$ cat src/design/cache_pkg.sv
`default_nettype none

package cache_pkg;

    //////////////////////////////
    // Basic widths
    //////////////////////////////

    typedef logic [31:0] word_t;
    typedef logic [29:0] word_addr_t;
    typedef logic [3:0]  byte_en_t;

    // Manager FSM
    typedef enum logic [2:0] {
        NORMAL,
        IC_MISS,
        DC_MISS,
        DOUBLE_MISS,
        DC_WRITEBACK
    } mgr_state_e;

    // Source of the RAM word address
    typedef enum logic [1:0] {
        IC_LINE,
        DC_LINE,
        DC_VICTIM
    } ram_sel_e;

    //////////////////////////////
    // Bundles
    //////////////////////////////

    typedef struct packed {
        logic       read;
        logic       write;
        word_addr_t addr;
        word_t      wdata;
        byte_en_t   byte_en;
    } dc_req_t;

    typedef struct packed {
        logic     enable;
        logic     cmp;
        logic     write;
        logic     valid_in;
        byte_en_t byte_en;
    } set_cmd_t;

    typedef struct packed {
        logic hit;
        logic valid;
        logic dirty;
    } set_status_t;

    typedef struct packed {
        logic       en;
        logic       write;
        word_addr_t addr;
        word_t      wdata;
    } ram_req_t;

endpackage

`default_nettype wire

$ cat src/design/cache_control.sv
`timescale 1ns/100ps
`default_nettype none

module cache_control #(
    parameter int OFFSET_WIDTH = 3
) (
    input  cache_pkg::mgr_state_e   state,
    input  logic [OFFSET_WIDTH-1:0] counter,
    input  logic                    dc_read,
    input  logic                    dc_write,
    input  logic [OFFSET_WIDTH-1:0] ic_offset,
    input  logic [OFFSET_WIDTH-1:0] dc_offset,
    input  cache_pkg::set_status_t  ic_status,
    input  cache_pkg::set_status_t  dc_status,
    output cache_pkg::set_cmd_t     ic_cmd,
    output cache_pkg::set_cmd_t     dc_cmd,
    output logic [OFFSET_WIDTH-1:0] ic_word_sel,
    output logic [OFFSET_WIDTH-1:0] dc_word_sel,
    output logic                    ic_from_ram,
    output logic                    dc_from_ram,
    output cache_pkg::ram_sel_e     ram_sel,
    output logic                    ram_en,
    output logic                    ram_write,
    output cache_pkg::mgr_state_e   state_next,
    output logic [OFFSET_WIDTH-1:0] counter_next
);

    logic last_word;
    logic dc_access;
    logic ic_miss;
    logic dc_miss;

    assign last_word = &counter;
    assign dc_access = dc_read | dc_write;
    assign ic_miss   = ~ic_status.hit;
    assign dc_miss   = dc_access & ~dc_status.hit;

    always_comb begin
        // Idle values, both caches looked up at the CPU offsets
        ic_cmd       = '{enable: 1'b1, cmp: 1'b1, write: 1'b0, valid_in: 1'b0, byte_en: '0};
        dc_cmd       = '{enable: dc_access, cmp: 1'b1, write: 1'b0, valid_in: 1'b0,
                         byte_en: '0};
        ic_word_sel  = ic_offset;
        dc_word_sel  = dc_offset;
        ic_from_ram  = 1'b1;
        dc_from_ram  = 1'b0;
        ram_sel      = cache_pkg::IC_LINE;
        ram_en       = 1'b0;
        ram_write    = 1'b0;
        state_next   = state;
        counter_next = counter;

        unique case (state)
            //////////////////////////////
            cache_pkg::NORMAL: begin
                // Store hit, bytes are masked by the manager
                dc_cmd.write   = dc_write & dc_status.hit;
                dc_cmd.byte_en = '1;
                if (ic_miss && dc_miss) begin
                    state_next   = cache_pkg::DOUBLE_MISS;
                    counter_next = '0;
                end else if (ic_miss) begin
                    state_next   = cache_pkg::IC_MISS;
                    counter_next = '0;
                end else if (dc_miss) begin
                    state_next   = dc_status.dirty ? cache_pkg::DC_WRITEBACK
                                                   : cache_pkg::DC_MISS;
                    counter_next = '0;
                end
            end

            //////////////////////////////
            cache_pkg::IC_MISS, cache_pkg::DOUBLE_MISS: begin
                // Instruction line fill, one word per beat
                ic_cmd      = '{enable: 1'b1, cmp: 1'b0, write: 1'b1, valid_in: last_word,
                                byte_en: '1};
                ic_word_sel = counter;

                // Data cache is pointed at the instruction line
                dc_cmd      = '{enable: 1'b1, cmp: 1'b1, write: 1'b0, valid_in: 1'b0,
                                byte_en: '0};
                dc_word_sel = counter;

                if (dc_status.hit) begin
                    ic_from_ram = 1'b0;
                end else begin
                    ram_en  = 1'b1;
                    ram_sel = cache_pkg::IC_LINE;
                end

                counter_next = counter + 1'b1;
                if (last_word) begin
                    if (state == cache_pkg::IC_MISS) begin
                        state_next   = cache_pkg::NORMAL;
                        counter_next = counter;
                    end else begin
                        state_next = cache_pkg::DC_MISS;
                    end
                end
            end

            //////////////////////////////
            cache_pkg::DC_MISS: begin
                dc_cmd      = '{enable: 1'b1, cmp: 1'b0, write: 1'b0, valid_in: 1'b0,
                                byte_en: '0};
                dc_word_sel = counter;

                // After a double miss the victim is checked here first
                if (counter == '0 && dc_status.dirty) begin
                    state_next   = cache_pkg::DC_WRITEBACK;
                    counter_next = '0;
                end else begin
                    dc_cmd.write    = 1'b1;
                    dc_cmd.valid_in = last_word;
                    dc_cmd.byte_en  = '1;
                    dc_from_ram     = 1'b1;
                    ram_en          = 1'b1;
                    ram_sel         = cache_pkg::DC_LINE;
                    counter_next    = counter + 1'b1;
                    if (last_word) begin
                        state_next   = cache_pkg::NORMAL;
                        counter_next = counter;
                    end
                end
            end

            //////////////////////////////
            cache_pkg::DC_WRITEBACK: begin
                // Victim words out to RAM, last beat drops the line
                dc_cmd      = '{enable: 1'b1, cmp: 1'b0, write: last_word, valid_in: 1'b0,
                                byte_en: '0};
                dc_word_sel = counter;
                ram_en      = 1'b1;
                ram_write   = 1'b1;
                ram_sel     = cache_pkg::DC_VICTIM;

                counter_next = counter + 1'b1;
                if (last_word) begin
                    state_next = cache_pkg::DC_MISS;
                end
            end

            default: begin
                state_next   = cache_pkg::NORMAL;
                counter_next = '1;
            end
        endcase
    end

endmodule

`default_nettype wire

$ cat config.mk
export PLATFORM = sky130hd
export DESIGN_NAME = cache_control
export DESIGN_NICKNAME = d
export VERILOG_FILES = /design/src/design/cache_pkg.sv /design/src/design/cache_control.sv
export SDC_FILE = /design/constraint.sdc
export NUM_CORES = 1
export LEC_CHECK = 0
export BUFFER_PORTS_ARGS = -buffer_cell sky130_fd_sc_hd__buf_4
export CORE_MARGIN = 2
export CORE_UTILIZATION = 42
export DETAILED_ROUTE_END_ITERATION = 8
export GPL_TIMING_DRIVEN = 0
export PLACE_DENSITY = 0.89
export SYNTH_ARGS = -nofsm -noshare
export SYNTH_HDL_FRONTEND = slang
export SYNTH_SLANG_ARGS = --single-unit
export TNS_END_PERCENT = 100
$ cat constraint.sdc
create_clock -name vclk -period 3.7
set_clock_uncertainty 0.1 [all_clocks]
set_input_delay 0.74 -clock vclk [all_inputs]
set_output_delay 0.74 -clock vclk [all_outputs]
set_load 0.02 [all_outputs]
After elaboration in Yosys (flattened, before gate mapping)

Index checks and enable logic that the tools add are counted.

Output and inout port bits: 34
Word-level logic and storage cells: 52
Input port bits: 20
Register bits after elaboration: 0

Equal/unequal tests: 4
$add $sub $neg: 1
Mux-type cells: 34
Reduce and logical (&&, ||, !) cells: 8
Bitwise operators: 5

Operators with widths:

| cell                | count |
|---|---|
| $mux 3              | 17 |
| $pmux 3 s4          | 2 |
| $pmux 2 s2          | 2 |
| $pmux 4 s2          | 1 |
| $mux 1              | 7 |
| $mux 7              | 1 |
| $eq 3x2->1 const B  | 2 |
| $logic_not 3->1     | 2 |
| $mux 6              | 1 |
| $pmux 1 s3          | 2 |
| $reduce_or 2->1     | 2 |
| $reduce_or 4->1     | 1 |
| $add 3x1->3 const B | 1 |
| $eq 3x1->1 const B  | 1 |
| $eq 3x3->1 const B  | 1 |
| $reduce_and 3->1    | 1 |
| $and 1x1->1         | 2 |
| $logic_and 1x1->1   | 2 |
| $mux 2              | 1 |
| $not 1->1           | 2 |
| $or 1x1->1          | 1 |

Longest topological paths before layout

Gate-level depths: netlist of run 1.

Depth after elaboration: 6
Gate-level depth with buffers: 7
Depth with buffers taken out: 6

Worst setup path before layout of run 1

OpenSTA, ideal clock, no wires.

Kind: input port to output port
Start point: input state[2]
End point: output ic_word_sel[0]
Buffers on the path: 1
Required time: 2.860 ns
Data arrival time: 2.494 ns
Stages on the path: 4
Setup slack: 0.366 ns
Path through: buf_4 nor2b_1 clkinv_1 o21ai_0

Word-level cells in the longest chain between the ends: 3
Elaborated cells on any way between the ends: 4
Classes of those cells: 2 x eq/ne; 1 x mux; 1 x reduce/logical

Ends and longest elaborated chain:

| item                                            | RTL line            | source |
|---|---|---|
| start: declaration                              | cache_control.sv:7  | `input cache_pkg::mgr_state_e state,` |
| $eq 3x1->1 / $eq 3x2->1 (equally long branches) | cache_control.sv:53 | `unique case (state)` |
| $reduce_or 2->1 (*)                             | cache_control.sv:53 |  |
| $mux 3 (*)                                      | cache_control.sv:53 |  |
| end: declaration                                | cache_control.sv:17 | `output logic [OFFSET_WIDTH-1:0] ic_word_sel,` |

Mark *: on every way between the ends. The rest lies on a longest branch, timed or not.

==> flow_metrics.py, run 1 <==
metrics = {
    "outcome": {
        "status": "complete, no violations",
    },
    "critical_path": {
        "critical_path_buf_inv_count": 5,
        "crit_required_ps": 2860,
        "setup.worst_path.start_class": "primary input",
        "worst-endpoint-arrival_ps": 2170,
        "cp_slowest_cell": "or3_1",
        "end_kind": "primary output",
        "crit_chain": "buf_4, inv_1, ha_1, and3b_1, or3_1, buf_2, nand2_1, buf_4, buf_4",
        "cp-startpoint": "counter[0]",
        "cpPeakStageDelay_ps": 330,
        "crit_top_cell": "buf_4",
        "crit_family": "simple AND/OR/NAND/NOR gates",
        "crit_fanout": 6,
        "crit_type": "in2out",
    },
    "detailed_routing": {
        "ant_nets": 0,
        "wl_per_cell_microns": 11.7,
        "top_layer": "met3",
        "routedLengthMet1_microns": 710,
        "drc": 0,
        "first_pass_iters": 4,
        "wirelength_microns": 1830,
        "wl_met2_microns": 965,
        "drtIter0Drc": 17,
        "dr_wl_met3_microns": 157,
        "via_count": 800,
        "viasPerCell": 5.13,
    },
    "synthesis": {
        "post-synth-top-area-fraction_pct": 15.5,
        "synth_warnings": 0,
        "synth_cell_types": 34,
        "synth_area_per_cell_sq_um": 6.32,
        "yosysTopAreaCell": "buf_4",
        "yosysSeqAreaShare_pct": 0,
        "synth_area_sq_um": 582,
        "syn-num-nets": 116,
        "synthTopCellsByArea": "buf_4, ha_1, nor2_1, nand2_1, mux2_2",
        "synth_cells": 92,
    },
    "timing": {
        "tns_ps": 0,
        "fmax_mhz": 332,
        "hold_viol_final": 0,
        "whs_ps": 1670,
        "setup_viol": 0,
        "drv_slew": 0,
        "rsz0062_at_grt": "false",
        "fin_crit_sh_pct": 81.4,
        "fin_crit_ps": 3010,
    },
    "placement": {
        "place_area_sq_um": 968,
        "place_congestion": 0.872,
        "portBuffers": 49,
        "dpl.hpwl_microns": 1540,
    },
    "grt": {
        "grt_overflow": 0,
        "grt_max_degree": 11,
        "antenna_found_initial": 0,
        "gr-usage-all-layers_pct": 23.6,
        "grt_pass1_wl_microns": 2770,
        "grt_pass1_vias": 666,
    },
    "finish": {
        "area_growth_pct": 66.5,
        "seq_cell_count": 0,
        "mostFrequentLayoutCell": "buf_4",
        "final_area_sq_um": 968,
        "clkbuf_count": 0,
        "fillerInstances": 114,
        "final_cell_mix": "buf_4, nor2_1, nand2_1, inv_1, o21ai_0",
        "regArea_sq_um": 0,
        "diodes": 0,
        "layout-drive-gt1-share_pct": 49.6,
        "layout.nets": 167,
    },
    "power": {
        "leakagePower_nw": 0.535,
        "clockPowerShare_pct": 0,
        "p_int_w": 0.0000702,
        "seqPwrFrac_pct": 0,
        "switchingPower_w": 0.0000783,
        "powerDensity_nw_per_um2": 153,
        "p_sw_share_pct": 52.7,
        "vdd_drop_max_v": 0.0000833,
        "p_comb_share_pct": 100.0,
    },
    "clocking": {
        "post_cts_buffers": 0,
        "cts-resized-gates": 0,
        "ctsHoldBuffers": 0,
    },
    "floorplanning": {
        "die-area_sq_um": 1700,
        "core_area_sq_um": 1300,
        "die_height_microns": 41.2,
        "num_rows": 13,
        "io-pin-count": 54,
        "start_util_pct": 44.7,
        "die_width_microns": 41.2,
    },
    "job": {
        "maxCapViolCount": 0,
    },
    "min_path": {
        "hold_start": "dc_status[2]",
        "timing.hold.worst.class": "in2out",
    },
}
==> power by group through the flow <==
stage | combinational (W) | clock, W | sequential, W
2_1_floorplan | 0.0000872 | 0 | 0
5_1_grt | 0.000161 | 0 | 0
3_3_place_gp | 0.000146 | 0 | 0
6_report | 0.000149 | 0 | 0
3_5_place_dp | 0.000149 | 0 | 0
4_1_cts | 0.000149 | 0 | 0
==> worst paths after layout <==
path	cells past startpoint	slack, ps	to
hold / removal	3	1670	ic_from_ram
setup / recovery	9	690	dc_cmd[3]
==> synth_stat cells <==
master / count
o21ai_0: 5
and2_1: 1
ha_1: 4
xnor2_1: 2
a21oi_2: 1
nand2b_4: 1
nor2_1: 10
buf_6: 1
a21o_1: 1
clkinv_1: 1
inv_1: 8
buf_4: 12
a21oi_1: 4
nor2b_1: 1
nand2_1: 9
a31oi_1: 4
nor3_1: 2
nor4_1: 1
o32ai_1: 3
conb_1: 1
nor2_2: 1
mux2_2: 3
or2_2: 1
and3b_1: 1
nand3_1: 1
and3_1: 1
o21a_1: 2
o221ai_1: 1
o21bai_1: 1
buf_2: 1
or3_1: 4
a221o_1: 1
clkbuf_1: 1
nand3b_1: 1
==> area by class of cell <==
| cell class | instances | area, sq um | share of cell area, % |
|---|---|---|---|
| Timing Repair Buffer | 49 | 368 | 38.0 |
| Tap cell | 15 | 18.8 | 1.94 |
| Buffer | 15 | 110 | 11.4 |
| Inverter | 9 | 33.8 | 3.49 |
| Multi-Input combinational cell | 68 | 438 | 45.2 |
==> logic make-up (layout without fill, tap and decap cells) <==
| kind of cell | after synthesis | in the layout | synth area share, % |
|---|---|---|---|
| AND/OR/NAND/NOR | 35 | 35 | 30.8 |
| buffers and inverters | 24 | 73 | 24.7 |
| AO/OA/AOI/OAI | 23 | 23 | 26.5 |
| adder cells (fa/ha/maj) | 4 | 4 | 8.60 |
| multiplexers | 3 | 3 | 5.81 |
| XOR/XNOR | 2 | 2 | 3.01 |
| other | 1 | 1 | 0.645 |
==> through the flow <==
step / worst slack, ps / total power, W / std cells / util [%]
floorplan: 366 / 0.0000872 / 92 / -
global placement: 723 / 0.000146 / 156 / 74.4
detailed placement: 685 / 0.000149 / 156 / 74.4
CTS: 683 / 0.000149 / 156 / 74.4
global route: 569 / 0.000161 / 156 / 74.4
finish: 687 / 0.000149 / 156 / 74.4
==> layer usage <==
layer	track usage, %	vias to the layer above
met5	0	-
met3	1.63	0
met1	29.4	354
li1	-	403
met2	44.5	43
met4	2.42	0
No activity file was read; power rests on OpenSTA's default activity.
==> run 2: changes to the inputs <==
--- a/config.mk
+++ b/config.mk
@@ -7,10 +7,10 @@
 export LEC_CHECK = 0
 export BUFFER_PORTS_ARGS = -buffer_cell sky130_fd_sc_hd__buf_4
 export CORE_MARGIN = 2
-export CORE_UTILIZATION = 42
+export CORE_UTILIZATION = 39
 export DETAILED_ROUTE_END_ITERATION = 8
 export GPL_TIMING_DRIVEN = 0
-export PLACE_DENSITY = 0.89
+export PLACE_DENSITY = 0.83
 export SYNTH_ARGS = -nofsm -noshare
 export SYNTH_HDL_FRONTEND = slang
 export SYNTH_SLANG_ARGS = --single-unit
==> constraint.sdc (replaced) <==
create_clock -name vclk -period 2.98
set_clock_uncertainty 0.1 [all_clocks]
set_input_delay 0.596 -clock vclk [all_inputs]
set_output_delay 0.596 -clock vclk [all_outputs]
set_load 0.02 [all_outputs]
==> run 2 against run 1 <==
Combinational power grew 23%. Global-route usage shrank 4.1 points. Die area grew 6.9%. Critical path depth shrank 1. Total power grew 23%. Sequential share of layout area is the same.
==> flow_metrics.py, run 2 (synthesis gave the netlist of run 1 again) <==
metrics = {
    "critical_path": {
        "cpPeakStageDelay_ps": 330,
        "setup.worst_path.start_class": "primary input",
        "crit_type": "in2out",
        "cp_slowest_cell": "or3_1",
        "crit_top_cell": "buf_4",
        "crit_chain": "buf_4, inv_1, ha_1, and3b_1, or3_1, buf_2, o221ai_1, buf_4",
        "end_kind": "primary output",
        "crit_fanout": 6,
        "crit_required_ps": 2280,
        "worst-endpoint-arrival_ps": 2010,
    },
    "grt": {
        "grt_overflow": 0,
        "grt_pass1_wl_microns": 2910,
        "gr-usage-all-layers_pct": 19.4,
        "grt_pass1_vias": 653,
        "antenna_found_initial": 0,
        "grt_max_degree": 11,
    },
    "power": {
        "seqPwrFrac_pct": 0,
        "leakagePower_nw": 0.535,
        "clockPowerShare_pct": 0,
        "p_comb_share_pct": 100.0,
        "vdd_drop_max_v": 0.0000956,
        "p_sw_share_pct": 52.4,
        "p_int_w": 0.0000871,
        "powerDensity_nw_per_um2": 189,
        "switchingPower_w": 0.0000960,
    },
    "timing": {
        "fmax_mhz": 369,
        "fin_ws_ps": 272,
        "fin_crit_ps": 2710,
        "hold_viol_final": 0,
        "fin_crit_sh_pct": 90.9,
        "setup_viol": 0,
        "rsz0062_at_grt": "false",
        "drv_slew": 0,
    },
    "detailed_routing": {
        "viasPerCell": 5.14,
        "wirelength_microns": 1790,
        "first_pass_iters": 4,
        "via_count": 802,
        "ant_nets": 0,
        "drtIter0Drc": 15,
        "wl_per_cell_microns": 11.5,
        "drc": 0,
    },
    "floorplanning": {
        "num_rows": 13,
        "die_width_microns": 42.6,
        "die-area_sq_um": 1820,
        "die_height_microns": 42.6,
        "io-pin-count": 54,
        "start_util_pct": 43.1,
        "core_area_sq_um": 1350,
    },
    "clocking": {
        "cts-resized-gates": 0,
        "post_cts_buffers": 0,
        "ctsHoldBuffers": 0,
    },
    "placement": {
        "portBuffers": 49,
        "dpl.hpwl_microns": 1530,
        "place_congestion": 0.877,
        "dp_slack_ps": 274,
    },
    "finish": {
        "mostFrequentLayoutCell": "buf_4",
        "multi_input_comb_area_sq_um": 438,
        "layout-drive-gt1-share_pct": 49.6,
        "area_growth_pct": 66.5,
        "diodes": 0,
        "final_util_pct": 71.7,
        "layout.nets": 167,
        "regArea_sq_um": 0,
        "fillerInstances": 117,
        "clkbuf_count": 0,
        "seq_cell_count": 0,
        "final_cell_mix": "buf_4, nor2_1, nand2_1, inv_1, o21ai_0",
    },
    "outcome": {
        "status": "complete, no violations",
    },
    "min_path": {
        "timing.hold.worst.class": "in2out",
    },
    "job": {
        "maxCapViolCount": 0,
    },
}
==> run 2: final timing paths <==
check,cells after the start,to,slack (ps),start
worst max-delay path,8,counter_next[2],270,counter[0]
worst min-delay path,3,ic_from_ram,1380,dc_status[2]
==> run 2: final cells by class <==
cell class	count	share of cell area, %
tap	15	1.94
inverter	9	3.49
multi-input combinational	68	45.2
buffer	15	11.4
timing repair buffer	49	38.0
==> run 2: per-stage QoR <==
stage          hold slack, ps  setup TNS, ps  std cells  instance area [sq um]  total power, W
2_1_floorplan            1210           -198         92                    582        0.000108
3_3_place_gp             1380              0        156                    968        0.000182
3_5_place_dp             1380              0        156                    968        0.000184
4_1_cts                  1380              0        156                    968        0.000184
5_1_grt                  1400              0        156                    968        0.000198
6_report                 1380              0        156                    968        0.000183
==> run 2: power groups by stage <==
| stage | logic, W | clock network [W] | registers, W |
|---|---|---|---|
| global placement | 0.000182 | 0 | 0 |
| finish | 0.000183 | 0 | 0 |
| global route | 0.000198 | 0 | 0 |
| floorplan | 0.000108 | 0 | 0 |
| detailed placement | 0.000184 | 0 | 0 |
| CTS | 0.000184 | 0 | 0 |
==> run 2: per-layer routing <==
layer | global-route usage [%] | part of all wire [%] | up-vias
met3 | 3.45 | 10 | 0
met4 | 1.88 | 0 | 0
met2 | 33.6 | 51 | 41
li1 | - | - | 404
met5 | 0 | 0 | -
met1 | 25.6 | 39 | 357
==> run 2: worst max-delay path: cells and delay by family <==
kind	cells	cell delay [ps]
buffers and inverters	4	510
adder cells (fa/ha/maj)	1	200
AO/OA/AOI/OAI	1	200
AND/OR/NAND/NOR	2	510
==> run 3: changes to the inputs <==
--- a/config.mk
+++ b/config.mk
@@ -9,7 +9,6 @@
 export CORE_MARGIN = 2
 export CORE_UTILIZATION = 39
 export DETAILED_ROUTE_END_ITERATION = 8
-export GPL_TIMING_DRIVEN = 0
 export PLACE_DENSITY = 0.83
 export SYNTH_ARGS = -nofsm -noshare
 export SYNTH_HDL_FRONTEND = slang
==> run 3 against run 2 <==
Non-clock buffer count shrank 13. Combinational power decreased by 8%. Largest power group unchanged. Worst hold slack improved by 13 ps. Highest routed layer unchanged. Critical endpoint unchanged. Final area is 9.8% lower.
==> flow_metrics.py, run 3 (synthesis gave the netlist of run 1 again) <==
metrics = {
    "placement": {
        "dpl.hpwl_microns": 1370,
        "place_area_sq_um": 873,
        "portBuffers": 50,
        "place_congestion": 0.817,
        "dp_slack_ps": 283,
        "placed_cells": 143,
    },
    "floorplanning": {
        "io-pin-count": 54,
        "die_height_microns": 42.6,
        "core_area_sq_um": 1350,
        "num_rows": 13,
        "die_width_microns": 42.6,
        "die-area_sq_um": 1820,
        "start_util_pct": 43.1,
    },
    "detailed_routing": {
        "wl_per_cell_microns": 11.3,
        "first_pass_iters": 4,
        "ant_nets": 0,
        "drc": 0,
        "via_count": 745,
        "drtIter0Drc": 1,
        "viasPerCell": 5.21,
        "wirelength_microns": 1610,
    },
    "clocking": {
        "post_cts_buffers": 0,
        "cts-resized-gates": 0,
        "ctsHoldBuffers": 0,
    },
    "critical_path": {
        "crit_top_cell": "buf_4",
        "crit_chain": "buf_4, inv_1, ha_1, and3b_1, or3_1, o221ai_1, buf_4",
        "setup.worst_path.start_class": "primary input",
        "end_kind": "primary output",
        "cpPeakStageDelay_ps": 450,
        "worst-endpoint-arrival_ps": 2000,
        "crit_type": "in2out",
        "critical_path_buf_inv_count": 3,
        "cp_slowest_cell": "or3_1",
        "crit_family": "simple AND/OR/NAND/NOR gates",
        "crit_required_ps": 2280,
        "crit_fanout": 6,
    },
    "min_path": {
        "timing.hold.worst.class": "in2out",
    },
    "timing": {
        "fin_ws_ps": 280,
        "fin_crit_ps": 2700,
        "rsz0062_at_grt": "false",
        "fmax_mhz": 370,
        "drv_slew": 0,
        "hold_viol_final": 0,
        "fin_crit_sh_pct": 90.6,
        "setup_viol": 0,
    },
    "finish": {
        "final_util_pct": 64.7,
        "regArea_sq_um": 0,
        "final_area_sq_um": 873,
        "layout.nets": 154,
        "seq_cell_count": 0,
        "area_growth_pct": 50.1,
        "fin_cells": 143,
        "final_cell_mix": "buf_4, nor2_1, nand2_1, inv_1, o21ai_0",
        "layout-drive-gt1-share_pct": 45.3,
        "fillerInstances": 121,
        "clkbuf_count": 0,
        "diodes": 0,
        "mostFrequentLayoutCell": "buf_4",
    },
    "power": {
        "p_int_w": 0.0000768,
        "p_sw_share_pct": 54.7,
        "p_comb_share_pct": 100.0,
        "vdd_drop_max_v": 0.0000811,
        "clockPowerShare_pct": 0,
        "leakagePower_nw": 0.476,
        "switchingPower_w": 0.0000926,
        "powerDensity_nw_per_um2": 194,
        "power_w": 0.000169,
        "seqPwrFrac_pct": 0,
    },
    "grt": {
        "grt_pass1_vias": 595,
        "antenna_found_initial": 0,
        "gr-usage-all-layers_pct": 16.6,
        "grt_pass1_wl_microns": 2510,
        "grt_max_degree": 20,
        "grt_overflow": 0,
    },
    "job": {
        "maxCapViolCount": 0,
    },
    "outcome": {
        "status": "complete, no violations",
    },
}
## run 3: final cells by class
| cell class | instances | area (sq um) | area share [%] |
|---|---|---|---|
| inverter | 9 | 33.8 | 3.87 |
| multi-input combinational | 68 | 438 | 50.1 |
| timing repair buffer | 51 | 383 | 43.8 |
| tap | 15 | 18.8 | 2.15 |
## run 3: power by group through the flow
stage                     registers, W  clock network [W]  logic [W]
after floorplan                      0                  0   0.000108
after global placement               0                  0   0.000168
after detailed placement             0                  0   0.000170
after CTS                            0                  0   0.000171
after global routing                 0                  0   0.000183
final                                0                  0   0.000169
## run 3: routing by layer
| layer | vias to the layer above | GRT usage, % | wire length [microns] |
|---|---|---|---|
| met5 | - | 0 | 0 |
| met4 | 0 | 0.625 | 0 |
| met3 | 0 | 3.45 | 161 |
| met2 | 33 | 31.8 | 825 |
| met1 | 330 | 19.2 | 624 |
| li1 | 382 | - | - |
## run 3: path summary, 6_finish.rpt
kind | startpoint | end | slack (ps) | cells after the start
worst max-delay path | counter[0] | counter_next[2] | 280 | 7
worst min-delay path | dc_status[2] | ic_from_ram | 1390 | 3
## run 3: stage by stage
step	TNS (ps)	hold slack, ps
5_1_grt	0	1420
6_report	0	1390
3_3_place_gp	0	1380
3_5_place_dp	0	1400
4_1_cts	0	1400
2_1_floorplan	-198	1210
